<file path="src/verilog/cart_pkg.sv">
// Shared constants for the cartridge core
// Clock enable, download bus, ROM write and sector request structs
// Cheat record union with byte and field views

package cart_pkg;

	localparam int CE_PERIOD = 30;
	localparam int HEADER_BYTES = 512;
	localparam logic [7:0] CHEAT_INDEX = 8'hFF;
	localparam logic [7:0] HANDHELD_INDEX = 8'd2;
	localparam int MAX_ROM_AW = 22;

	typedef struct packed {
		logic cpu;
		logic vdp;
		logic pix;
		logic sp;
	} ce_t;

	// Host download bus
	typedef struct packed {
		logic        wr;
		logic [24:0] addr;
		logic [7:0]  dout;
		logic [7:0]  index;
	} ioctl_t;

	typedef struct packed {
		logic active;
		logic start;
		logic done;
	} load_evt_t;

	typedef struct packed {
		logic [MAX_ROM_AW-1:0] mask;
		logic [MAX_ROM_AW-1:0] mask512;  // Mask with copier header removed
		logic                  sz512;
	} cart_geom_t;

	typedef struct packed {
		logic                  strobe;
		logic [MAX_ROM_AW-1:0] addr;
		logic [7:0]            data;
	} rom_wr_t;

	typedef struct packed {
		logic [31:0] lba;
		logic        rd;
		logic        wr;
	} sd_req_t;

	// Most significant field first
	typedef struct packed {
		logic [31:0] replace;
		logic [31:0] compare;
		logic [31:0] address;
		logic [31:0] flags;
	} cheat_fields_t;

	// Lane k holds download offset k
	typedef union packed {
		logic [15:0][7:0] lanes;
		cheat_fields_t    fields;
	} cheat_code_t;

endpackage

</file>
<file path="src/verilog/backup_sequencer.sv">
// Backup RAM enable tracking
// Sector load and save sequencing over the SD request link

`timescale 1ns/100ps

module backup_sequencer import cart_pkg::*; #(
	parameter int BK_SECTOR_BITS = 6
) (
	input  logic      clk_sys,
	input  logic      reset,
	input  load_evt_t load_evt,
	input  logic      img_mounted,
	input  logic      img_readonly,
	input  logic      img_size_nz,
	input  logic      bk_load,
	input  logic      bk_save,
	input  logic      sd_ack,
	output sd_req_t   sd_req,
	output logic      bk_busy,
	output logic      bk_loading
);

	logic bk_ena;
	logic ack_q;
	logic auto_load;
	logic do_load;
	logic kick;

	assign auto_load = load_evt.done & img_size_nz;
	assign do_load = bk_load | auto_load;
	assign kick = bk_ena & ~bk_busy & (do_load | bk_save);

	always_ff @(posedge clk_sys) begin
		if (reset) begin
			bk_ena <= 1'b0;
			ack_q <= 1'b0;
			bk_busy <= 1'b0;
			bk_loading <= 1'b0;
			sd_req <= '0;
		end else begin
			ack_q <= sd_ack;

			// Save image is mounted while the cartridge downloads
			if (load_evt.start)
				bk_ena <= 1'b0;
			if (load_evt.active && img_mounted && !img_readonly)
				bk_ena <= 1'b1;

			if (sd_ack && !ack_q) begin
				sd_req.rd <= 1'b0;
				sd_req.wr <= 1'b0;
			end

			// ==================================================
			// Sector sequence
			// ==================================================
			if (kick) begin
				bk_busy <= 1'b1;
				bk_loading <= do_load;
				sd_req.lba <= '0;
				sd_req.rd <= do_load;
				sd_req.wr <= ~do_load;
			end else if (bk_busy && ack_q && !sd_ack) begin
				if (&sd_req.lba[BK_SECTOR_BITS-1:0]) begin
					bk_busy <= 1'b0;  // Last sector done
					bk_loading <= 1'b0;
				end else begin
					sd_req.lba <= sd_req.lba + 32'd1;
					sd_req.rd <= bk_loading;
					sd_req.wr <= ~bk_loading;
				end
			end
		end
	end

	a_rd_wr_excl: assert property (@(posedge clk_sys) disable iff (reset)
		!(sd_req.rd && sd_req.wr));

endmodule

</file>
<file path="config.mk">
export PLATFORM = sky130hd
export DESIGN_NAME = backup_sequencer
export DESIGN_NICKNAME = d
export VERILOG_FILES = /design/src/verilog/cart_pkg.sv /design/src/verilog/backup_sequencer.sv
export SDC_FILE = /design/constraint.sdc
export NUM_CORES = 1
export LEC_CHECK = 0
export BUFFER_PORTS_ARGS = -buffer_cell sky130_fd_sc_hd__buf_2
export CAP_MARGIN = 40
export CORE_UTILIZATION = 50
export DETAILED_ROUTE_END_ITERATION = 7
export PLACE_DENSITY = 0.84
export SYNTH_ARGS = -nofsm -noshare
export SYNTH_HDL_FRONTEND = slang
export SYNTH_SLANG_ARGS = --single-unit
</file>
<file path="constraint.sdc">
create_clock -name clk_sys -period 2.1 [get_ports clk_sys]
set_input_delay 0.21 -clock clk_sys [delete_from_list [all_inputs] [get_ports clk_sys]]
set_output_delay 0.21 -clock clk_sys [all_outputs]
set_load 0.05 [all_outputs]
</file>
==> summary.txt <==
Critical path
  • R2R setup slack: 110 ps
  • Cell mode on critical path: or4_1
  • CP Capture Type: flop
  • CP Data Required Time: between 2000 and 2500 ps
  • Worst R2R Start: sd_req[7]$_SDFFE_PP0P_
  • Length in cells of the worst reg-to-reg path: 5
  • Critical Path Start Type: flop
  • Crit Reg-Reg Endpoint: sd_req[29]$_SDFFE_PP0P_
  • Max FO, Critical Path: 17
  • Crit-path max cell delay: 540 ps
  • Kind of critical path: flop to flop
  • CP cell instances: nand4_2 > or4_1 > buf_4 > or4_1 > a21oi_1
  • Buf/Inv on CP: 1
  • Number of cells on the critical path: 5
  • Slowest stage cell, crit path: or4_1
  • Critical path arrival: 2230 ps
  • Family with the most delay on the worst path: simple AND/OR/NAND/NOR gates

STA
  • Fin. max-slew vios: 0
  • Final TNS setup: 0 ps
  • Final Worst Setup Slack: between 100 and 150 ps
  • Hold Vio Cnt, Final: 0
  • Slew margin rel.: 78.81%
  • Achievable frequency: 502.9 MHz
  • Tcrit/Tclk final: between 90% and 100%
  • Worst-Margin Slew: 317.8 ps
  • Unrepaired setup endpoints after global routing: no
  • Fin Clk Skew: 6.024 ps
  • Tmin final: 1989 ps
  • # setup viols final: 0

Pwr
  • Switching share of power: 21.90%
  • Switching pwr: 243.1 uW
  • Sequential power share: 65.2%
  • Worst VDD drop: 0.0004659 V
  • Int Power: 867.0 uW
  • Pleak: 0.0008136 uW
  • Combinational cell fraction of total power: 5.2%
  • Cell area power density: about 570 nW/um^2
  • Clock Power Share: 29.6%

Global routing
  • Total grt overflow: 0
  • Overall routing resource usage: 20.37%
  • Initial antenna violation count: 0
  • Largest net degree at the start of global routing: 23
  • First-pass GRT wire length: 5354 um
  • Vias in the first global route: 1221

Floorplan
  • Core ar.: about 3100 um^2
  • Width of the chip: just under 60 um
  • Die Ht: between 50 and 60 um
  • Rows: 20
  • Total die area: 3439 um^2
  • Initial Util: 52.54%
  • Top Ports: 47

Yosys
  • Mapped Nets: between 150 and 200
  • Main synth FF type: dfxtp_1
  • Ranking of synthesized cells by area: dfxtp_1 (47%), and2_1 (5.5%), or4_1 (4.7%)
  • EDFF count, synth: 0
  • Top cell type's share of synthesized area: 47.43%
  • Synthesized area: 1604 um^2
  • Avg Inst Size Synth: 9.605 um^2
  • FFs w/ async S/R, synth: 0%
  • Yosys cell types: 40
  • Post-synthesis instance total: around 170
  • Sequential area share after synthesis: 47.43%
  • Yosys warning count: 0
  • Largest area contributor in the netlist: dfxtp_1
  • Synth Register Bits: 38

Placement
  • IO Port Bufs: 46
  • Hpwl dp: 2331 um
  • GPL Wtd Cong: 0.8038
  • Pre-CTS setup slack: ~110 ps

CTS
  • CTS Buf Count: 5
  • CTS clock-pin slew for the worst setup and hold paths: 100 ps
  • Htree depth: 2
  • Root Buffer: clkbuf_4
  • CTS tree: built
  • CTS Buffer Depth: 2
  • Clk Latency, worst-skew pair: a little over 300 ps
  • Cts hold-fix bufs: 0
  • CTS sink cnt: 38

Layout
  • Commonest cells after routing, fill and taps aside: buf_2 (46), dfxtp_1 (27), nand2_1 (19)
  • Fillcell total: 275
  • # diodes: 0
  • Layout area overhead: 21.30%
  • Reg area: 782.0 um^2
  • # nets final: 229
  • Layout cells sized above 1: between 30% and 40%
  • Area taken by multi-input logic gates: 810.8 um^2
  • Commonest non-fill, non-tap cell in the layout: buf_2

Detailed routing
  • Post-DR wirelength/cell: about 12 um
  • Pre-Repair DR Iteration Count: 5
  • Via density per instance: about 5.4
  • Via count: 1411
  • 1st-iter DRT viols: 34
  • DRC Markers: 0
  • Final ANT Viol Nets: 0
  • WL final: ~3200 um

Hold path
  • WHS Endpoint: ack_q$_SDFF_PP0_
  • Hold depth: 2
  • Hold path start: sd_ack
  • Worst hold path type: input port to flop

Outcome
  • Outcome: completed

Job
  • Max_cap viols: 0
[worst reg2reg max path, delay by kind of cell (launching register included)]
family,cells,cell delay (ps)
AOI/OAI and AO/OA,1,170
buffers and inverters,1,210
DFF,1,390
and+or+nand+nor,3,1160
[metrics by stage]
step | power, uW | hold WS (ps) | cell area (um^2) | utilization [%] | instances
global placement | 801.0 | 455.5 | 1886 | 61.76 | 254
floorplan | 781.5 | 279.1 | 1618 | - | 167
detailed placement | 801.9 | 460.0 | 1886 | 61.76 | 254
CTS | 1127 | 132.5 | 1931 | 63.24 | 261
finish | 1110 | 138.9 | 1946 | 63.73 | 261
global route | 1161 | 128.0 | 1946 | 63.73 | 261
[timing repair]
item | 4_1_cts | 5_1_grt
gates resized for setup | 0 | 4
setup endpoints to repair | 0 | 3
buffers inserted | 0 | 0
[registers in the layout, summed over array words and instances, names as in the netlist]
| register | count |
|---|---|
| sd_req | 34 |
| bk_loading | 1 |
| bk_busy | 1 |
| bk_ena | 1 |
| ack_q | 1 |
[synth_stat cells (3+ instances only)]
| cell | number |
|---|---|
| nand2_1 | 19 |
| nand2b_1 | 5 |
| and2_1 | 14 |
| or3_2 | 3 |
| nand4_1 | 5 |
| nor4_2 | 3 |
| nor2_1 | 4 |
| or4_1 | 10 |
| nand3_1 | 4 |
| o21ai_0 | 4 |
| mux2i_1 | 5 |
| o31ai_1 | 7 |
| dfxtp_1 | 38 |
| a21oi_1 | 13 |
[cells by family after synthesis]
kind of cell | count (synthesis) | share of synthesized area [%]
adder cells (fa/ha/maj) | 1 | 0.7799
multiplexers | 6 | 3.822
buffers and inverters | 6 | 2.496
flip-flops | 38 | 47.43
AND/OR/NAND/NOR | 79 | 29.95
AO/OA/AOI/OAI | 35 | 14.43
XOR/XNOR | 2 | 1.092
[how the worst max path moves through the flow]
stage	slack, ps	to	start
after detailed placement	110	sd_req[29]$_SDFFE_PP0P_	sd_req[7]$_SDFFE_PP0P_
after global placement	190	sd_req[21]$_SDFFE_PP0P_	sd_req[7]$_SDFFE_PP0P_
after global routing	10	sd_req[21]$_SDFFE_PP0P_	sd_req[7]$_SDFFE_PP0P_
after floorplan	30	sd_req[23]$_SDFFE_PP0P_	sd_req[15]$_SDFFE_PP0P_
final	110	sd_req[29]$_SDFFE_PP0P_	sd_req[7]$_SDFFE_PP0P_
after CTS	100	sd_req[29]$_SDFFE_PP0P_	sd_req[5]$_SDFFE_PP0P_
[per-layer routing]
metal | track usage (%) | wire [um]
met2 | 33.33 | 1472
met1 | 26.70 | 1589
met3 | 5.055 | 159
met4 | 6.122 | 21
met5 | 0 | 0
[layout make-up]
class / count / share of cell area, %
multi-input cells: 123 / 41.67
clock buffers: 7 / 2.315
flip-flops and latches: 38 / 40.19
repair buffers: 49 / 12.99
well taps: 44 / 2.830
[power groups by stage]
stage                     clock network (uW)  logic, uW  registers, uW
after CTS                                341       57.7            728
after global placement                     0       56.5            744
after floorplan                            0       27.4            754
after global routing                     373       63.0            725
final                                    329       57.2            724
after detailed placement                   0       57.3            745
(Power assumes the default switching activity.)
