`src/verilog/cart_pkg.sv`:
```
// Shared constants for the cartridge core
// Clock enable, download bus, ROM write and sector request structs
// Cheat record union with byte and field views

package cart_pkg;

	localparam int CE_PERIOD = 30;
	localparam int HEADER_BYTES = 512;
	localparam logic [7:0] CHEAT_INDEX = 8'hFF;
	localparam logic [7:0] HANDHELD_INDEX = 8'd2;
	localparam int MAX_ROM_AW = 22;

	typedef struct packed {
		logic cpu;
		logic vdp;
		logic pix;
		logic sp;
	} ce_t;

	// Host download bus
	typedef struct packed {
		logic        wr;
		logic [24:0] addr;
		logic [7:0]  dout;
		logic [7:0]  index;
	} ioctl_t;

	typedef struct packed {
		logic active;
		logic start;
		logic done;
	} load_evt_t;

	typedef struct packed {
		logic [MAX_ROM_AW-1:0] mask;
		logic [MAX_ROM_AW-1:0] mask512;  // Mask with copier header removed
		logic                  sz512;
	} cart_geom_t;

	typedef struct packed {
		logic                  strobe;
		logic [MAX_ROM_AW-1:0] addr;
		logic [7:0]            data;
	} rom_wr_t;

	typedef struct packed {
		logic [31:0] lba;
		logic        rd;
		logic        wr;
	} sd_req_t;

	// Most significant field first
	typedef struct packed {
		logic [31:0] replace;
		logic [31:0] compare;
		logic [31:0] address;
		logic [31:0] flags;
	} cheat_fields_t;

	// Lane k holds download offset k
	typedef union packed {
		logic [15:0][7:0] lanes;
		cheat_fields_t    fields;
	} cheat_code_t;

endpackage

```
`src/verilog/clock_enables.sv`:
```
// CPU, VDP, pixel and sprite clock enables
// from one 30-cycle phase counter

`timescale 1ns/100ps

module clock_enables import cart_pkg::*; (
	input  logic clk_sys,
	input  logic reset,
	output ce_t  ce
);

	logic [$clog2(CE_PERIOD)-1:0] cnt;

	always_ff @(posedge clk_sys) begin
		if (reset) begin
			cnt <= '0;
			ce <= '0;
		end else begin
			cnt <= (cnt == CE_PERIOD - 1) ? '0 : cnt + 1'b1;
			ce.sp <= cnt[0];  // Half rate
			ce.cpu <= 1'b0;
			ce.vdp <= 1'b0;
			ce.pix <= 1'b0;
			case (cnt)
				4, 14: ce.vdp <= 1'b1;
				9: begin
					ce.cpu <= 1'b1;
					ce.vdp <= 1'b1;
					ce.pix <= 1'b1;
				end
				19, 29: begin
					ce.vdp <= 1'b1;
					ce.pix <= 1'b1;
				end
				24: begin
					ce.cpu <= 1'b1;  // Late CPU phase
					ce.vdp <= 1'b1;
				end
				default: ;
			endcase
		end
	end

	a_cnt_range: assert property (@(posedge clk_sys) disable iff (reset)
		cnt <= CE_PERIOD - 1);

endmodule

```
`config.mk`:
```
export PLATFORM = sky130hd
export DESIGN_NAME = clock_enables
export DESIGN_NICKNAME = d
export VERILOG_FILES = /design/src/verilog/cart_pkg.sv /design/src/verilog/clock_enables.sv
export SDC_FILE = /design/constraint.sdc
export NUM_CORES = 1
export LEC_CHECK = 0
export ABC_AREA = 1
export BUFFER_PORTS_ARGS = -buffer_cell sky130_fd_sc_hd__buf_4
export CORE_AREA = 2 2 39 41
export DETAILED_ROUTE_END_ITERATION = 10
export DIE_AREA = 0 0 41 43
export GPL_ROUTABILITY_DRIVEN = 0
export HOLD_SLACK_MARGIN = 0.15
export PLACE_DENSITY = 0.55
export REMOVE_ABC_BUFFERS = 1
export SLEW_MARGIN = 10
export SYNTH_ARGS = -nofsm -noshare
export SYNTH_HDL_FRONTEND = slang
export SYNTH_SLANG_ARGS = --single-unit
```
`constraint.sdc`:
```
create_clock -name clk_sys -period 1.5 [get_ports clk_sys]
set_clock_uncertainty 0.1 [all_clocks]
set_input_delay 0.15 -clock clk_sys [delete_from_list [all_inputs] [get_ports clk_sys]]
set_output_delay 0.15 -clock clk_sys [all_outputs]
set_load 0.03 [all_outputs]
```
==> results of run 1 <==
[critical path, delay by kind of cell (launching register included)]
family,cells,cell delay (ps)
flops,1,410
buf+inv,2,130
fa+ha+maj,1,220
simple gates,5,340
[power breakdown]
part           leakage (nW)  internal [W]  switching (W)
logic                 0.154     0.0000179      0.0000255
clock network        0.0150      0.000102      0.0000825
registers            0.0733      0.000248     0.00000926
[stage by stage]
| step | area [um2] | hold WS (ps) | power [W] |
|---|---|---|---|
| finish | 524 | 391 | 0.000485 |
| global route | 524 | 447 | 0.000524 |
| CTS | 524 | 398 | 0.000498 |
| detailed placement | 488 | 232 | 0.000305 |
| global placement | 488 | 232 | 0.000304 |
| floorplan | 430 | 122 | 0.000291 |
[logic make-up after synthesis]
| group | share of synthesized area |
|---|---|
| flip-flops | 0.419 |
| adder cells (fa/ha/maj) | 0.116 |
| AO/OA/AOI/OAI | 0.0581 |
| buffers and inverters | 0.0959 |
| AND/OR/NAND/NOR | 0.311 |
[layout by cell type (no fill, tap or decap), drive strengths merged]
cell         netlist  layout
a21oi              3       3
buf                0       5
clkbuf             0       4
dfxtp              9       9
dlygate4sd3        0       1
ha                 4       4
inv               11      11
nand2             14      14
nand3              5       5
nand4              1       1
nor2              11      11
o21ai              2       2
or2                1       1
[sequential cells by signal, summed over array words and instances, names as in the netlist]
name,count
ce,4
cnt,5
[worst max path at each step]
| stage | endpoint | slack (ps) | cells past startpoint |
|---|---|---|---|
| finish | ce[2] | 210 | 8 |
| global route | ce[2] | 60 | 8 |
| CTS | ce[2] | 190 | 8 |
| detailed placement | ce[2] | 190 | 8 |
| global placement | ce[2] | 190 | 8 |
| floorplan | ce[2] | 290 | 8 |
[timing repair]
action                                  in CTS  in global routing
hold buffers                                 1                  0
endpoints found under the hold margin        4                  0
resized for setup                            0                  0
endpoints found under the setup margin       0                  0
[cell type report]
class                      count  area, um2
tap                           16       20.0
fill                         153        860
timing repair buffer           6       47.5
sequential                     9        180
inverter                      11       41.3
multi-input combinational     41        209
clock buffer                   4       26.3
[metal layers]
layer / track usage / vias to the layer above / wire (um)
li1: - / 207 / -
met1: 0.126 / 147 / 332
met2: 0.169 / 14 / 339
met3: 0.0942 / 2 / 69
met4: 0.100 / 0 / 12
met5: 0 / - / 0
==> flow_summary.ini, run 1 <==
[synthesis]
yosysTopAreaCell = dfxtp_1
ys_ff_latch = 9
netlist_top_cells_count = nand2_1, inv_1, nor2_1
yosys-top-cells-area = dfxtp_1, nand2_1, ha_1, inv_1, nor2_1
synth_cells = 61
yosysSeqAreaShare = 0.419
synth_ff_type = dfxtp_1
syn_area_per_cell_um2 = 7.06
synth_most_common_cell = nand2_1
synth_async_sr_flop_share = 0
syn_area_um2 = 430
synth_cell_types = 12
synth_edf_count = 0
yosys_warnings = 0
synth_top_cell_area_share = 0.419

[critical_path]
cp-startpoint = cnt[0]
rrSetupSlack_ps = 210
critPathMaxFanout = 6
cpMaxStageDelayCell = dfxtp_1
cp-start-kind = flip-flop
worstPathArrival_ps = 1360
path_cells = inv_1 > ha_1 > nand2_1 > nor2_1 > nor2_1 > nand3_1 > nand2_1 > inv_1
r2r_end = ce[2]
r2r_start = cnt[0]
critPathKind = reg2reg
cp-end-kind = flip-flop
r2r_cells = 8
critPathRequiredTime_ps = 1570
critical-path-max-stage-delay_ps = 410

[power]
leakagePower_nw = 0.243
vdd_drop_max_uv = 410
p_per_area_mw_per_mm2 = 926

[clocking]
numClockSinks = 9
post-cts-setup-buffers = 0
clockBufferDepth = 2
cts_buffers = 3
clk_pin_slew_ps = 60
htree_levels = 1
cts_tree = built
insertion_delay_ps = 260
root_buffer = clkbuf_4

[global_routing]
overflow = 0
antenna_found_initial = 0
grt_pass1_vias = 341
grt_pass1_wl_um = 1360
grt_max_degree = 7
track_usage = 0.127

[sta]
hold_viol = 0
maxSlewHeadroom = 0.876
slew_viol_final = 0
min_period_over_period = 0.862
fin_ws_ps = 206
worst_pin_slew_ps = 186
min_period_ps = 1290
rsz0062_at_grt = no
finalSetupViolCount = 0
setup_tns_ps = 0
clock.fmax_mhz = 773

[die]
start_util = 0.311
dieArea_mm2 = 0.00176
ios = 6
core_area_mm2 = 0.00138
die_y_um = 43
rows = 14
die_w_um = 41

[min_path]
min_delay_worst_endpoint = cnt[0]
min-delay-start = cnt[0]
min_path_cells = 1
min_path_type = reg2reg

[finish]
antenna_cells = 0
area_growth_pct = 21.8
nets = 78
drive_gt1_frac = 0.127
finalNonFillerCells = 87
fin_util = 0.379

[run_status]
status = completed

[route]
routedWlPerCell_um = 8.66
totalWireLength_um = 753
dr.pass1.iters = 4
drc = 0
ant_nets = 0
via_per_inst = 4.25
via_count = 370
first_iter_violations = 10

[place]
hpwlAfterDp_um = 585
io_buffers = 5
pre_cts_ws_ps = 193
dp_cells = 82

[flow_run]
drv_cap = 0
(Power assumes the default switching activity.)
==> run 2: changes to the inputs <==
Settings changed: PLACE_DENSITY 0.55 to 0.47.
==> flow_summary.ini, run 2 (synthesis gave the netlist of run 1 again) <==
[run_status]
status = completed

[power]
vdd_drop_max_uv = 386
p_per_area_mw_per_mm2 = 938
leakagePower_nw = 0.243

[route]
first_iter_violations = 14
drc = 0
via_count = 379
via_per_inst = 4.36
ant_nets = 0
dr.pass1.iters = 4
routedWlPerCell_um = 8.61
totalWireLength_um = 749

[finish]
layout_commonest_cell = nand2_1
reg_top3 = cnt (5), ce (4)
top_register = cnt
nets = 78
antenna_cells = 0
area_growth_pct = 21.8
final_area_um2 = 524
drive_gt1_frac = 0.127
final_cell_mix = nand2_1, inv_1, nor2_1
largest_reg_flops = 5

[critical_path]
rrSetupSlack_ps = 200
critPathMaxFanout = 6
critPathRequiredTime_ps = 1570
path_cells = inv_1 > ha_1 > nand2_1 > nor2_1 > nor2_1 > nand3_1 > nand2_1 > inv_1
r2r_start = cnt[0]
cp-end-kind = flip-flop
worstPathArrival_ps = 1370
crit_buf_inv = 2
r2r_end = ce[2]
r2r_cells = 8
critical-path-max-stage-delay_ps = 420
critPathKind = reg2reg
critPathTopFamily = flip-flops
cpMaxStageDelayCell = dfxtp_1
cp-start-kind = flip-flop

[place]
io_buffers = 5
hpwlAfterDp_um = 563
placed_area_um2 = 488
pre_cts_ws_ps = 195

[sta]
setup_tns_ps = 0
clock.fmax_mhz = 767
min_period_ps = 1300
rsz0062_at_grt = no
maxSlewHeadroom = 0.865
fin_ws_ps = 196
finalSetupViolCount = 0
worst_pin_slew_ps = 203
min_period_over_period = 0.869
slew_viol_final = 0
hold_viol = 0

[clocking]
post-cts-setup-buffers = 0
numClockSinks = 9
clockBufferDepth = 2
htree_levels = 1
insertion_delay_ps = 260
cts_buffers = 3
cts_resized = 0
cts_tree = built
root_buffer = clkbuf_4
clk_pin_slew_ps = 60

[global_routing]
antenna_found_initial = 0
grt_max_degree = 7
overflow = 0
track_usage = 0.117
grt_pass1_vias = 330
grt_pass1_wl_um = 1320

[die]
die_w_um = 41
dieArea_mm2 = 0.00176
rows = 14
die_y_um = 43
core_area_mm2 = 0.00138
start_util = 0.311
ios = 6

[flow_run]
drv_cap = 0

[min_path]
min_path_cells = 1
min_delay_worst_endpoint = cnt[0]
min-delay-start = cnt[0]
min_path_type = reg2reg
## run 2: repair_timing
item                       4_1_cts  5_1_grt
hold endpoints to repair         4        0
setup endpoints to repair        0        0
hold buffers                     1        0
## run 2: report_power, final
group / total, W / leakage (nW) / switching [W] / internal [W]
clock: 0.000190 / 0.0150 / 0.0000876 / 0.000103
combinational: 0.0000438 / 0.154 / 0.0000258 / 0.0000180
sequential: 0.000258 / 0.0733 / 0.00000982 / 0.000248
total: 0.000492 / 0.243 / 0.000123 / 0.000368
## run 2: routing by layer
metal | vias to the layer above | routed length (um) | global-route usage
met4 | 0 | 31 | 0.100
met1 | 158 | 353 | 0.141
met3 | 5 | 37 | 0.0314
met5 | - | 0 | 0
li1 | 206 | - | -
met2 | 10 | 326 | 0.163
## run 2: worst max-delay path by stage
stage	from	to	slack (ps)	cells after the start
floorplan	cnt[0]	ce[2]	290	8
finish	cnt[0]	ce[2]	200	8
global route	cnt[0]	ce[2]	40	8
CTS	cnt[0]	ce[2]	180	8
global placement	cnt[0]	ce[2]	190	8
detailed placement	cnt[0]	ce[2]	190	8
## run 2: final cells by class
| cell class | instances | area, um2 |
|---|---|---|
| Clock buffer | 4 | 26.3 |
| Fill cell | 146 | 860 |
| Inverter | 11 | 41.3 |
| Multi-Input combinational cell | 41 | 209 |
| Sequential cell | 9 | 180 |
| Tap cell | 16 | 20.0 |
| Timing Repair Buffer | 6 | 47.5 |
## run 2: per-stage QoR
| stage | util | cells | power [W] | hold slack (ps) |
|---|---|---|---|---|
| 2_1_floorplan | - | 61 | 0.000291 | 122 |
| 3_3_place_gp | 0.353 | 82 | 0.000305 | 230 |
| 3_5_place_dp | 0.353 | 82 | 0.000305 | 228 |
| 4_1_cts | 0.379 | 87 | 0.000499 | 406 |
| 5_1_grt | 0.379 | 87 | 0.000524 | 450 |
| 6_report | 0.379 | 87 | 0.000492 | 400 |
## run 2: worst register-to-register path: cells and delay by family, from the launching register on
family / cells / cell delay, ps
buffers and inverters: 2 / 140
DFF: 1 / 420
adders and majority gates: 1 / 230
and+or+nand+nor: 5 / 340
==> run 3: changes to the inputs <==
Settings changed: ABC_AREA 1 to default, MAX_ROUTING_LAYER from default to met4, PLACE_DENSITY 0.47 to 0.46.
==> flow_summary.ini, run 3 <==
[run_status]
status = completed

[global_routing]
overflow = 0
grt_pass1_wl_um = 1100
grt_pass1_vias = 271
track_usage = 0.0997
antenna_found_initial = 0
grt_max_degree = 10

[clocking]
insertion_delay_ps = 250
cts_resized = 0
clk_pin_slew_ps = 60
clockBufferDepth = 2
cts_buffers = 3
numClockSinks = 9
post-cts-setup-buffers = 0
root_buffer = clkbuf_4
htree_levels = 1
cts_tree = built
hold_buffers = 1

[finish]
final_cell_mix = dfxtp_1, nor2_1, buf_4
largest_reg_flops = 5
top_register = cnt
layout_commonest_cell = dfxtp_1
nets = 55
antenna_cells = 0
reg_top3 = cnt (5), ce (4)
drive_gt1_frac = 0.167
area_growth_pct = 16.1

[critical_path]
critical-path-max-stage-delay_ps = 400
r2r_end = ce[2]
r2r_cells = 5
cp-end-kind = flip-flop
cp-start-kind = flip-flop
critPathTopFamily = flip-flops
path_cells = inv_1 > ha_1 > mux2_1 > nand3b_1 > a31oi_1
critPathMaxFanout = 5
rrSetupSlack_ps = 110
cpMaxStageDelayCell = dfxtp_1
critPathRequiredTime_ps = 1540
critPathKind = reg2reg
r2r_start = cnt[0]
crit_buf_inv = 1
worstPathArrival_ps = 1430

[sta]
min_period_over_period = 0.926
min_period_ps = 1390
slew_viol_final = 0
maxSlewHeadroom = 0.804
finalSetupViolCount = 0
rsz0062_at_grt = no
fin_ws_ps = 111
hold_viol = 0
worst_pin_slew_ps = 294
clock.fmax_mhz = 720
setup_tns_ps = 0

[synthesis]
netlist_top_cells_count = dfxtp_1, nor2_1, ha_1
yosys-top-cells-area = dfxtp_1, ha_1, nor2_1, xnor2_1, xor2_1
syn_area_per_cell_um2 = 10.3
synth_top_cell_area_share = 0.429
synth_cells = 41
syn_area_um2 = 420
synth_most_common_cell = dfxtp_1
ys_ff_latch = 9
yosysTopAreaCell = dfxtp_1
yosys_warnings = 0
synth_ff_type = dfxtp_1
synth_edf_count = 0
synth_async_sr_flop_share = 0
synth_cell_types = 17
yosysSeqAreaShare = 0.429

[flow_run]
drv_cap = 0

[die]
rows = 14
die_w_um = 41
die_y_um = 43
dieArea_mm2 = 0.00176
start_util = 0.304
core_area_mm2 = 0.00138
ios = 6

[power]
leakagePower_nw = 0.205
vdd_drop_max_uv = 503
p_per_area_mw_per_mm2 = 1010

[route]
totalWireLength_um = 596
via_count = 276
drc = 0
ant_nets = 0
via_per_inst = 4.31
dr.pass1.iters = 2
routedWlPerCell_um = 9.31
first_iter_violations = 1

[place]
io_buffers = 5
hpwlAfterDp_um = 432
pre_cts_ws_ps = 110

[min_path]
min_path_cells = 1
min_delay_worst_endpoint = cnt[0]
min-delay-start = cnt[0]
min_path_type = reg2reg
==> run 3: power by group <==
group | internal, W | leakage, nW | switching [W] | total [W]
Combinational | 0.0000237 | 0.117 | 0.0000253 | 0.0000490
Clock | 0.000102 | 0.0150 | 0.0000837 | 0.000186
Sequential | 0.000248 | 0.0734 | 0.0000106 | 0.000259
Total | 0.000374 | 0.205 | 0.000120 | 0.000494
==> run 3: worst reg2reg max path, stage by stage, from the launching register on <==
cell and delay [ps]:
dfxtp_1 400, inv_1 100, ha_1 230, mux2_1 280
nand3b_1 80, a31oi_1 80
==> run 3: worst max-delay path by stage <==
stage / slack [ps] / to / cells past startpoint / start
6_report: 110 / ce[2] / 5 / cnt[0]
3_5_place_dp: 110 / ce[2] / 5 / cnt[0]
5_1_grt: 20 / ce[2] / 5 / cnt[0]
4_1_cts: 100 / ce[2] / 5 / cnt[0]
2_1_floorplan: 200 / ce[2] / 5 / cnt[0]
3_3_place_gp: 130 / ce[2] / 5 / cnt[0]
==> run 3: cell type report <==
| class | instances | area [um2] |
|---|---|---|
| inverter | 3 | 11.3 |
| multi-input combinational | 26 | 203 |
| tap | 16 | 20.0 |
| timing repair buffer | 6 | 47.5 |
| clock buffer | 4 | 26.3 |
| sequential | 9 | 180 |
| fill | 148 | 896 |
==> run 3: cell families after synthesis <==
group,share of synthesized area
XOR/XNOR,0.0833
AND/OR/NAND/NOR,0.176
flip-flops,0.429
AO/OA/AOI/OAI,0.0536
multiplexers,0.0506
buffers and inverters,0.0893
adder cells (fa/ha/maj),0.119
==> run 3: metrics by stage <==
stage	power (W)	cell area (um2)	cells	hold WS (ps)	util
2_1_floorplan	0.000297	394	38	117	-
3_3_place_gp	0.000311	452	59	250	0.326
3_5_place_dp	0.000312	452	59	252	0.326
4_1_cts	0.000508	488	64	398	0.353
5_1_grt	0.000529	488	64	441	0.353
6_report	0.000494	488	64	389	0.353
==> run 3: per-layer routing <==
metal | part of all wire | vias to the layer above | track usage
li1 | - | 151 | -
met1 | 0.48 | 117 | 0.125
met2 | 0.45 | 6 | 0.116
met3 | 0.062 | 2 | 0.0314
met4 | 0.0067 | 0 | 0.100
met5 | 0 | - | -
