<file path="config.mk">
export PLATFORM = sky130hd
export DESIGN_NAME = cart_loader
export DESIGN_NICKNAME = d
export VERILOG_FILES = /design/src/verilog/cart_pkg.sv /design/src/verilog/cart_loader.sv
export SDC_FILE = /design/constraint.sdc
export NUM_CORES = 1
export LEC_CHECK = 0
export BUFFER_PORTS_ARGS = -buffer_cell sky130_fd_sc_hd__buf_4
export CORE_ASPECT_RATIO = 1.75
export CORE_MARGIN = 10
export CORE_UTILIZATION = 51
export DETAILED_ROUTE_END_ITERATION = 10
export PLACE_DENSITY = 0.81
export SLEW_MARGIN = 25
export SYNTH_ARGS = -nofsm -noshare
export SYNTH_HDL_FRONTEND = slang
export SYNTH_SLANG_ARGS = --single-unit
</file>
<file path="constraint.sdc">
create_clock -name clk_sys -period 4 [get_ports clk_sys]
set_input_delay 0.2 -clock clk_sys [delete_from_list [all_inputs] [get_ports clk_sys]]
set_output_delay 0.2 -clock clk_sys [all_outputs]
set_load 0.01 [all_outputs]
</file>
<file path="src/verilog/cart_pkg.sv">
// Shared constants for the cartridge core
// Clock enable, download bus, ROM write and sector request structs
// Cheat record union with byte and field views

package cart_pkg;

	localparam int CE_PERIOD = 30;
	localparam int HEADER_BYTES = 512;
	localparam logic [7:0] CHEAT_INDEX = 8'hFF;
	localparam logic [7:0] HANDHELD_INDEX = 8'd2;
	localparam int MAX_ROM_AW = 22;

	typedef struct packed {
		logic cpu;
		logic vdp;
		logic pix;
		logic sp;
	} ce_t;

	// Host download bus
	typedef struct packed {
		logic        wr;
		logic [24:0] addr;
		logic [7:0]  dout;
		logic [7:0]  index;
	} ioctl_t;

	typedef struct packed {
		logic active;
		logic start;
		logic done;
	} load_evt_t;

	typedef struct packed {
		logic [MAX_ROM_AW-1:0] mask;
		logic [MAX_ROM_AW-1:0] mask512;  // Mask with copier header removed
		logic                  sz512;
	} cart_geom_t;

	typedef struct packed {
		logic                  strobe;
		logic [MAX_ROM_AW-1:0] addr;
		logic [7:0]            data;
	} rom_wr_t;

	typedef struct packed {
		logic [31:0] lba;
		logic        rd;
		logic        wr;
	} sd_req_t;

	// Most significant field first
	typedef struct packed {
		logic [31:0] replace;
		logic [31:0] compare;
		logic [31:0] address;
		logic [31:0] flags;
	} cheat_fields_t;

	// Lane k holds download offset k
	typedef union packed {
		logic [15:0][7:0] lanes;
		cheat_fields_t    fields;
	} cheat_code_t;

endpackage

</file>
<file path="src/verilog/cart_loader.sv">
// Cartridge download handshake and ROM write address
// Size masks, copier header detection and download events

`timescale 1ns/100ps

module cart_loader import cart_pkg::*; #(
	parameter int ROM_AW = 16
) (
	input  logic       clk_sys,
	input  logic       reset,
	input  ioctl_t     ioctl,
	input  logic       cart_dl,
	input  logic       wr_done,
	output logic       ioctl_wait,
	output rom_wr_t    rom_wr,
	output cart_geom_t geom,
	output load_evt_t  load_evt,
	output logic       handheld
);

	logic                  dl_q;
	logic                  last_a9;  // Bit 9 of the last written address
	logic                  wr_hit;
	logic [ROM_AW-1:0]     wr_addr;
	logic [ROM_AW-1:0]     wr_ptr;
	logic [MAX_ROM_AW-1:0] hdr_off;

	// ==================================================
	// Download events
	// ==================================================
	assign load_evt.active = cart_dl;
	assign load_evt.start = cart_dl & ~dl_q;
	assign load_evt.done = dl_q & ~cart_dl;

	assign wr_hit = ioctl.wr & cart_dl;
	assign wr_ptr = load_evt.start ? '0 : wr_addr;  // First byte may land on start
	assign hdr_off = ioctl.addr[MAX_ROM_AW-1:0] - MAX_ROM_AW'(HEADER_BYTES);

	always_ff @(posedge clk_sys) begin
		if (wr_hit) begin
			rom_wr.addr <= MAX_ROM_AW'(wr_ptr);
			rom_wr.data <= ioctl.dout;
			last_a9 <= ioctl.addr[9];
			geom.mask <= (ioctl.addr == '0) ? '0 : geom.mask | ioctl.addr[MAX_ROM_AW-1:0];
			geom.mask512 <= (ioctl.addr == HEADER_BYTES) ? '0 : geom.mask512 | hdr_off;
		end

		if (reset) begin
			dl_q <= 1'b0;
			ioctl_wait <= 1'b0;
			rom_wr.strobe <= 1'b0;
			wr_addr <= '0;
			handheld <= 1'b0;
			geom.sz512 <= 1'b0;
		end else begin
			dl_q <= cart_dl;
			rom_wr.strobe <= wr_hit;
			if (load_evt.start)
				wr_addr <= '0;
			if (load_evt.done)
				geom.sz512 <= last_a9;  // Odd 512 blocks mean a copier header

			if (wr_hit) begin
				ioctl_wait <= 1'b1;
				handheld <= ioctl.index == HANDHELD_INDEX;
			end else if (ioctl_wait && wr_done) begin
				ioctl_wait <= 1'b0;
				wr_addr <= wr_addr + 1'b1;
			end
		end
	end

endmodule

</file>
==> results of run 1 <==
## how the worst max path moves through the flow
stage                    from  slack [ns]     endpoint
floorplan             cart_dl        0.48  wr_addr[15]
global placement    ioctl[32]        1.41      geom[4]
detailed placement  ioctl[32]        1.35      geom[7]
CTS                 ioctl[32]        1.71      geom[5]
global route             dl_q        1.75   wr_addr[6]
finish                   dl_q        1.93   wr_addr[2]
## through the flow
| stage | hold slack, ns | total power [mW] |
|---|---|---|
| after floorplan | 0.272 | 1.14 |
| after global placement | 0.379 | 1.24 |
| after detailed placement | 0.379 | 1.24 |
| after CTS | 0.0267 | 2.11 |
| after global routing | 0.0244 | 2.17 |
| final | 0.0365 | 2.10 |
## routing by layer
metal / vias up / wire [µm]
li1: 1485 / -
met2: 121 / 5770
met4: 0 / 291
met3: 24 / 788
met1: 1528 / 3670
met5: - / 0
## power breakdown
group          switching, mW  total (mW)  internal [mW]
logic                 0.0955       0.174         0.0780
clock network          0.333       0.876          0.543
registers             0.0124        1.05           1.04
## layout make-up
cell class | count | area, µm²
fillers | 584 | 2350
inverters | 17 | 63.8
multi-input cells | 229 | 1260
repair buffers | 123 | 927
well taps | 88 | 110
clock buffers | 10 | 229
flip-flops and latches | 90 | 2490
clock inverters | 6 | 81.3
## cells by family (layout without fill, tap and decap cells)
logic type / Yosys count / count (layout) / synth area share
AO/OA/AOI/OAI: 47 / 47 / 0.0765
flip-flops: 90 / 90 / 0.635
XOR/XNOR: 11 / 11 / 0.0245
multiplexers: 2 / 2 / 0.00510
adder cells (fa/ha/maj): 2 / 2 / 0.00637
other: 1 / 6 / 0.000955
buffers and inverters: 38 / 156 / 0.0487
AND/OR/NAND/NOR: 161 / 161 / 0.203
## sequential cells by signal, summed over array words and instances (netlist names)
| signal | cells |
|---|---|
| dl_q | 1 |
| geom | 45 |
| handheld | 1 |
| ioctl_wait | 1 |
| last_a9 | 1 |
| rom_wr | 25 |
| wr_addr | 16 |
## layout by cell type (no fill, tap or decap), types with 3 or more instances in the layout
cell | synthesis | layout
sky130_fd_sc_hd__or4_1 | 4 | 4
sky130_fd_sc_hd__or3_1 | 5 | 5
sky130_fd_sc_hd__and2_1 | 13 | 13
sky130_fd_sc_hd__a311oi_1 | 6 | 6
sky130_fd_sc_hd__and3_1 | 4 | 4
sky130_fd_sc_hd__nand4_1 | 4 | 4
sky130_fd_sc_hd__a21oi_1 | 19 | 19
sky130_fd_sc_hd__conb_1 | 1 | 6
sky130_fd_sc_hd__nor3_1 | 5 | 5
sky130_fd_sc_hd__dfxtp_1 | 21 | 21
sky130_fd_sc_hd__nand2_1 | 14 | 14
sky130_fd_sc_hd__nor4_1 | 9 | 9
sky130_fd_sc_hd__a211oi_1 | 3 | 3
sky130_fd_sc_hd__nand3_1 | 8 | 8
sky130_fd_sc_hd__a31oi_1 | 6 | 6
sky130_fd_sc_hd__xnor2_1 | 10 | 10
sky130_fd_sc_hd__buf_4 | 9 | 122
sky130_fd_sc_hd__o21ai_0 | 5 | 5
sky130_fd_sc_hd__edfxtp_1 | 69 | 69
sky130_fd_sc_hd__o211ai_1 | 3 | 3
sky130_fd_sc_hd__inv_1 | 17 | 16
sky130_fd_sc_hd__clkbuf_16 | 0 | 9
sky130_fd_sc_hd__nor2_1 | 81 | 81
==> results.md, run 1 <==
Timing
- **skew final** 0.00455 ns
- **Worst-Margin Slew** 0.752 ns
- **final worst path period share** 0.517
- **Final Slew Violations** 0
- **final setup slack of the worst path** 1.93 ns
- **RSZ-0062 raised after global routing** no
- **Slew HR** 0.496
- **setup TNS after final layout** 0 ns
- **Max Clock Freq** 484 MHz
- **post-layout min period** 2.07 ns
- **final number of hold-violating endpoints** 0
- **number of setup violations in the final report** 0

Route
- **DR DRC count** 0
- **WL final** 10,500 µm
- **Iter 0 DRT Violations** 181
- **post-route antenna net violation count** 0
- **routed length per placed instance** 18.7 µm
- **first-pass detailed-route iteration total** 4
- **via density per instance** 5.61
- **Vias** 3,158

Setup path
- **worst-path cell with the longest stage delay** sky130_fd_sc_hd__a31oi_1
- **reg2reg start** dl_q
- **arrival time reported for the critical path endpoint** 2.33 ns
- **Critical Path End Type** register
- **Reg-to-Reg End** wr_addr[2]
- **Top Family by Delay on Critical Path** compound AO/OA/AOI/OAI gates
- **worst path bufs/invs** 1
- **launching element type of the critical path** register
- **count of cells along the worst register-to-register path** 5
- **setup slack of the most critical reg-to-reg path** 1.93 ns
- **crit-path max cell delay** 0.61 ns
- **classification of the worst setup path** register to register
- **number of stages on the worst setup path** 5
- **crit-path cells** nand2b_1 -> inv_1 -> a31oi_1 -> o21ai_0 -> a21oi_1
- **worst-path fanout max** 15
- **data required time at the worst endpoint** 4.26 ns

Yosys
- **number of warning messages in the yosys log** 0
- **fraction of post-synthesis cell area in the top cell type by area** 0.528
- **dominant cell by count in the synthesized netlist** sky130_fd_sc_hd__nor2_1
- **netlist area before placement** 3930 µm²
- **number of flops mapped to enable cells by yosys** 69
- **count of distinct cell types in the synthesized netlist** 42
- **biggest area contributors in the synthesized netlist** sky130_fd_sc_hd__edfxtp_1 (53%), sky130_fd_sc_hd__dfxtp_1 (11%), sky130_fd_sc_hd__nor2_1 (7.7%)
- **Async S/R FF share, synth** 0
- **sequential area share after synthesis** 0.635
- **post-synthesis cell count** 352
- **largest area contributor in the netlist** sky130_fd_sc_hd__edfxtp_1
- **dominant register cell in the synthesized netlist** sky130_fd_sc_hd__edfxtp_1
- **commonest cells in the synthesized netlist** sky130_fd_sc_hd__nor2_1 (81), sky130_fd_sc_hd__edfxtp_1 (69), sky130_fd_sc_hd__dfxtp_1 (21)
- **average size of a mapped cell** 11.2 µm²
- **number of synthesized register bits** 90

Place
- **Port Buffers** 120
- **placed inst area** 4840 µm²
- **half-perimeter wire length after detailed placement** 7900 µm
- **worst setup slack before clock tree synthesis** 1.35 ns
- **Placer Congestion** 0.878
- **placed cell count** 546

Die
- **initial standard-cell utilization of the core** 0.523
- **count of pins on the block boundary** 127
- **Die Y** 136 µm
- **row cnt** 42
- **Die W** 86.3 µm
- **core area** 7510 µm²
- **area enclosed by the die boundary** 11,700 µm²

Power and ir drop
- **Worst IR Drop VDD** 0.000313 V
- **leakage power** 1.96 nW
- **Pwr Density** 406 nW/µm²

Finish
- **fin nets** 518
- **proportion of layout cells with a drive suffix above 1** 0.305
- **Antenna Diode Count** 0
- **post-layout utilization of the core** 0.687
- **Layout Area Growth over Synthesis** 31.5%
- **Final Non-Filler Cells** 563
- **fin area** 5170 µm²

Hold path
- **number of cells traversed by the worst hold path** 1
- **type of the worst min-delay path** input port to register
- **Worst Hold Path EP** rom_wr[6]
- **Hold Crit Start** ioctl[14]

Clock tree
- **Hold-fix buffers, CTS** 0
- **CTS tree** done
- **buffers inserted during post-CTS setup optimization** 0
- **maximum level of the CTS H-tree** 3
- **deepest clock path buffer count** 2
- **Clk Latency, worst-skew pair** 0.33 ns
- **Num Clock Sinks** 90
- **number of gates given a new drive strength after cts** 0
- **clock transition at the registers of the reported paths** 0.06 ns
- **TritonCTS Buffers** 9
- **cell at the root of the clock tree** sky130_fd_sc_hd__clkbuf_16

Global route
- **vias in the first global route** 3,218
- **routing usage on met3** 0.0593
- **peak-usage layer in the global routing report** met2
- **antenna violations before repair** 0
- **met1 demand-to-capacity share in global routing** 0.167
- **overall routing resource usage** 0.173
- **wire length of the first global-routing pass** 16,200 µm
- **total grt overflow** 0
- **met2 usage in global routing** 0.315
- **pin count of the biggest net entering global routing** 46

Run
- **Max Cap Viol** 0

Status
- **status** finished, final reports clean

Note: power is estimated with default switching activity, not from simulation.
==> inputs of run 2 (changes only) <==
==> constraint.sdc (replaced) <==
create_clock -name clk_sys -period 2.1 [get_ports clk_sys]
set_input_delay 0.105 -clock clk_sys [delete_from_list [all_inputs] [get_ports clk_sys]]
set_output_delay 0.105 -clock clk_sys [all_outputs]
set_load 0.01 [all_outputs]
==> run 2 against run 1 <==
Compared with the run above:
- first-iteration DRC count rose by 9.9%
- highest routed layer unchanged
- clock skew fell by 0.0020 ns
- wire length rose by 0.79%
- clock power rose by 89%
- power rose by 91%
- sequential power rose by 90%
- clock-buffer cell count fell by 1
- via count rose by 0.32%
- critical endpoint is now geom[20]
- largest cell class unchanged
- design area rose by 3.1%
- final cell count rose by 3.2%
- critical path depth rose by 3
- sequential share of layout area fell by 1.4 points
==> results.md, run 2 (synthesis results as in run 1) <==
Timing
- **post-layout min period** 2.06 ns
- **RSZ-0062 raised after global routing** yes
- **Max Clock Freq** 485 MHz
- **final worst path period share** 0.981
- **skew final** 0.00253 ns
- **final number of hold-violating endpoints** 0
- **number of setup violations in the final report** 0
- **Slew HR** 0.636
- **Min Hold Slack** 0.0368 ns
- **Worst-Margin Slew** 0.546 ns
- **Final Slew Violations** 0

Setup path
- **count of cells along the worst register-to-register path** 5
- **crit-path max cell delay** 0.55 ns
- **timing startpoint of the critical path** ioctl[25]
- **crit-path cells** dlygate4sd3_1 -> buf_4 -> inv_1 -> ha_1 -> or3b_2 -> nor4_1 -> xnor2_1 -> a21oi_1
- **worst-path cell with the longest stage delay** sky130_fd_sc_hd__dlygate4sd3_1
- **arrival time reported for the critical path endpoint** 2.14 ns
- **worst-path fanout max** 6
- **capture point of the worst path** geom[20]
- **reg2reg start** wr_addr[0]
- **launching element type of the critical path** input port
- **setup slack of the most critical reg-to-reg path** 0.15 ns
- **classification of the worst setup path** input port to register
- **Critical Path End Type** register
- **Reg-to-Reg End** wr_addr[14]
- **data required time at the worst endpoint** 2.17 ns

Power and ir drop
- **Pwr Density** 753 nW/µm²
- **clock share of power** 0.413
- **combinational cell fraction of total power** 0.089
- **internal power of the cells** 3.17 mW
- **Worst IR Drop VDD** 0.000615 V
- **fraction of power consumed by sequential logic** 0.498
- **net switching power** 0.841 mW
- **overall power** 4.01 mW
- **leakage power** 2.04 nW
- **switching fraction of total power** 0.210

Route
- **DR DRC count** 0
- **post-route antenna net violation count** 0
- **via density per instance** 5.45
- **Vias** 3,168
- **Iter 0 DRT Violations** 199
- **first-pass detailed-route iteration total** 4
- **WL final** 10,600 µm
- **routed length per placed instance** 18.2 µm

Finish
- **Layout Area Growth over Synthesis** 35.6%
- **Largest register FFs** 45
- **largest registers in the final layout** geom x45, rom_wr x25, wr_addr x16
- **largest reg by FF count** geom
- **proportion of layout cells with a drive suffix above 1** 0.312
- **top library cells by usage in the layout, fill and taps aside** sky130_fd_sc_hd__buf_4 (132), sky130_fd_sc_hd__nor2_1 (81), sky130_fd_sc_hd__edfxtp_1 (69)
- **most common cell after layout, fill and taps aside** sky130_fd_sc_hd__buf_4
- **Antenna Diode Count** 0
- **fin nets** 536

Run
- **Max Cap Viol** 0

Global route
- **pin count of the biggest net entering global routing** 43
- **wire length of the first global-routing pass** 16,400 µm
- **overall routing resource usage** 0.176
- **total grt overflow** 0
- **antenna violations before repair** 0
- **vias in the first global route** 3,279

Clock tree
- **Num Clock Sinks** 90
- **maximum level of the CTS H-tree** 3
- **buffers inserted during post-CTS setup optimization** 0
- **TritonCTS Buffers** 9
- **deepest clock path buffer count** 2
- **cell at the root of the clock tree** sky130_fd_sc_hd__clkbuf_16
- **Clk Latency, worst-skew pair** 0.33 ns
- **CTS tree** done
- **clock transition at the registers of the reported paths** 0.06 ns

Die
- **Die Y** 136 µm
- **initial standard-cell utilization of the core** 0.523
- **row cnt** 42
- **area enclosed by the die boundary** 11,700 µm²
- **Die W** 86.3 µm
- **count of pins on the block boundary** 127
- **core area** 7510 µm²

Hold path
- **Hold Crit Start** cart_dl
- **type of the worst min-delay path** input port to register

Place
- **Port Buffers** 120
- **Placer Congestion** 0.843
- **half-perimeter wire length after detailed placement** 7980 µm

Status
- **status** finished, final reports clean

==> run 2: cell types whose count changed in the layout (fill, tap and decap cells not counted), sizes merged <==
| cell | delta |
|---|---|
| clkbuf | -1 |
| buf | +9 |
| dlygate4sd3 | +9 |
| clkinv | +1 |
==> run 2: metrics by stage <==
step	instances	cell area [µm²]	setup TNS (ns)	worst slack, ns	util
after floorplan	357	3950	0	0.291	-
after global placement	556	4920	0	0.128	0.655
after detailed placement	556	4920	0	0.105	0.655
after CTS	581	5320	0	0.0403	0.708
after global routing	581	5330	-0.147	-0.0612	0.709
final	581	5330	0	0.0397	0.709
==> run 2: how the worst min path moves through the flow <==
stage | to | cells past startpoint
finish | dl_q | 2
CTS | dl_q | 2
global placement | rom_wr[6] | 1
floorplan | dl_q | 1
detailed placement | rom_wr[2] | 1
global route | dl_q | 2
==> run 2: repair_timing <==
action | in CTS | in global routing
gates resized for setup | 0 | 1
hold buffers | 9 | 0
setup endpoints to repair | 0 | 3
hold endpoints to repair | 9 | 0
==> run 2: final cells by class <==
type / count / area, µm²
Tap cell: 88 / 110
Inverter: 17 / 63.8
Sequential cell: 90 / 2490
Fill cell: 551 / 2190
Multi-Input combinational cell: 229 / 1270
Clock inverter: 7 / 83.8
Timing Repair Buffer: 141 / 1080
Clock buffer: 9 / 225
==> run 2: metal layers <==
layer,vias to the layer above,global-route usage,part of all wire,routed length (µm)
met1,1519,0.167,0.35,3760
met5,-,0,0,0
li1,1526,-,-,-
met3,21,0.0479,0.056,594
met2,102,0.331,0.57,6000
met4,0,0.0841,0.023,241
==> run 2: power groups by stage <==
| stage | clock [mW] | sequential (mW) | combinational [mW] |
|---|---|---|---|
| global route | 1.76 | 2.00 | 0.387 |
| global placement | 0 | 2.03 | 0.333 |
| CTS | 1.67 | 1.99 | 0.360 |
| floorplan | 0 | 2.06 | 0.113 |
| detailed placement | 0 | 2.03 | 0.345 |
| finish | 1.66 | 2.00 | 0.358 |
==> run 2: critical path: cells and delay by family <==
family / cells / cell delay, ns
AND/OR/NAND/NOR: 2 / 0.79
buffers and inverters: 3 / 0.78
adder cells (fa/ha/maj): 1 / 0.19
XOR/XNOR: 1 / 0.17
AO/OA/AOI/OAI: 1 / 0.10
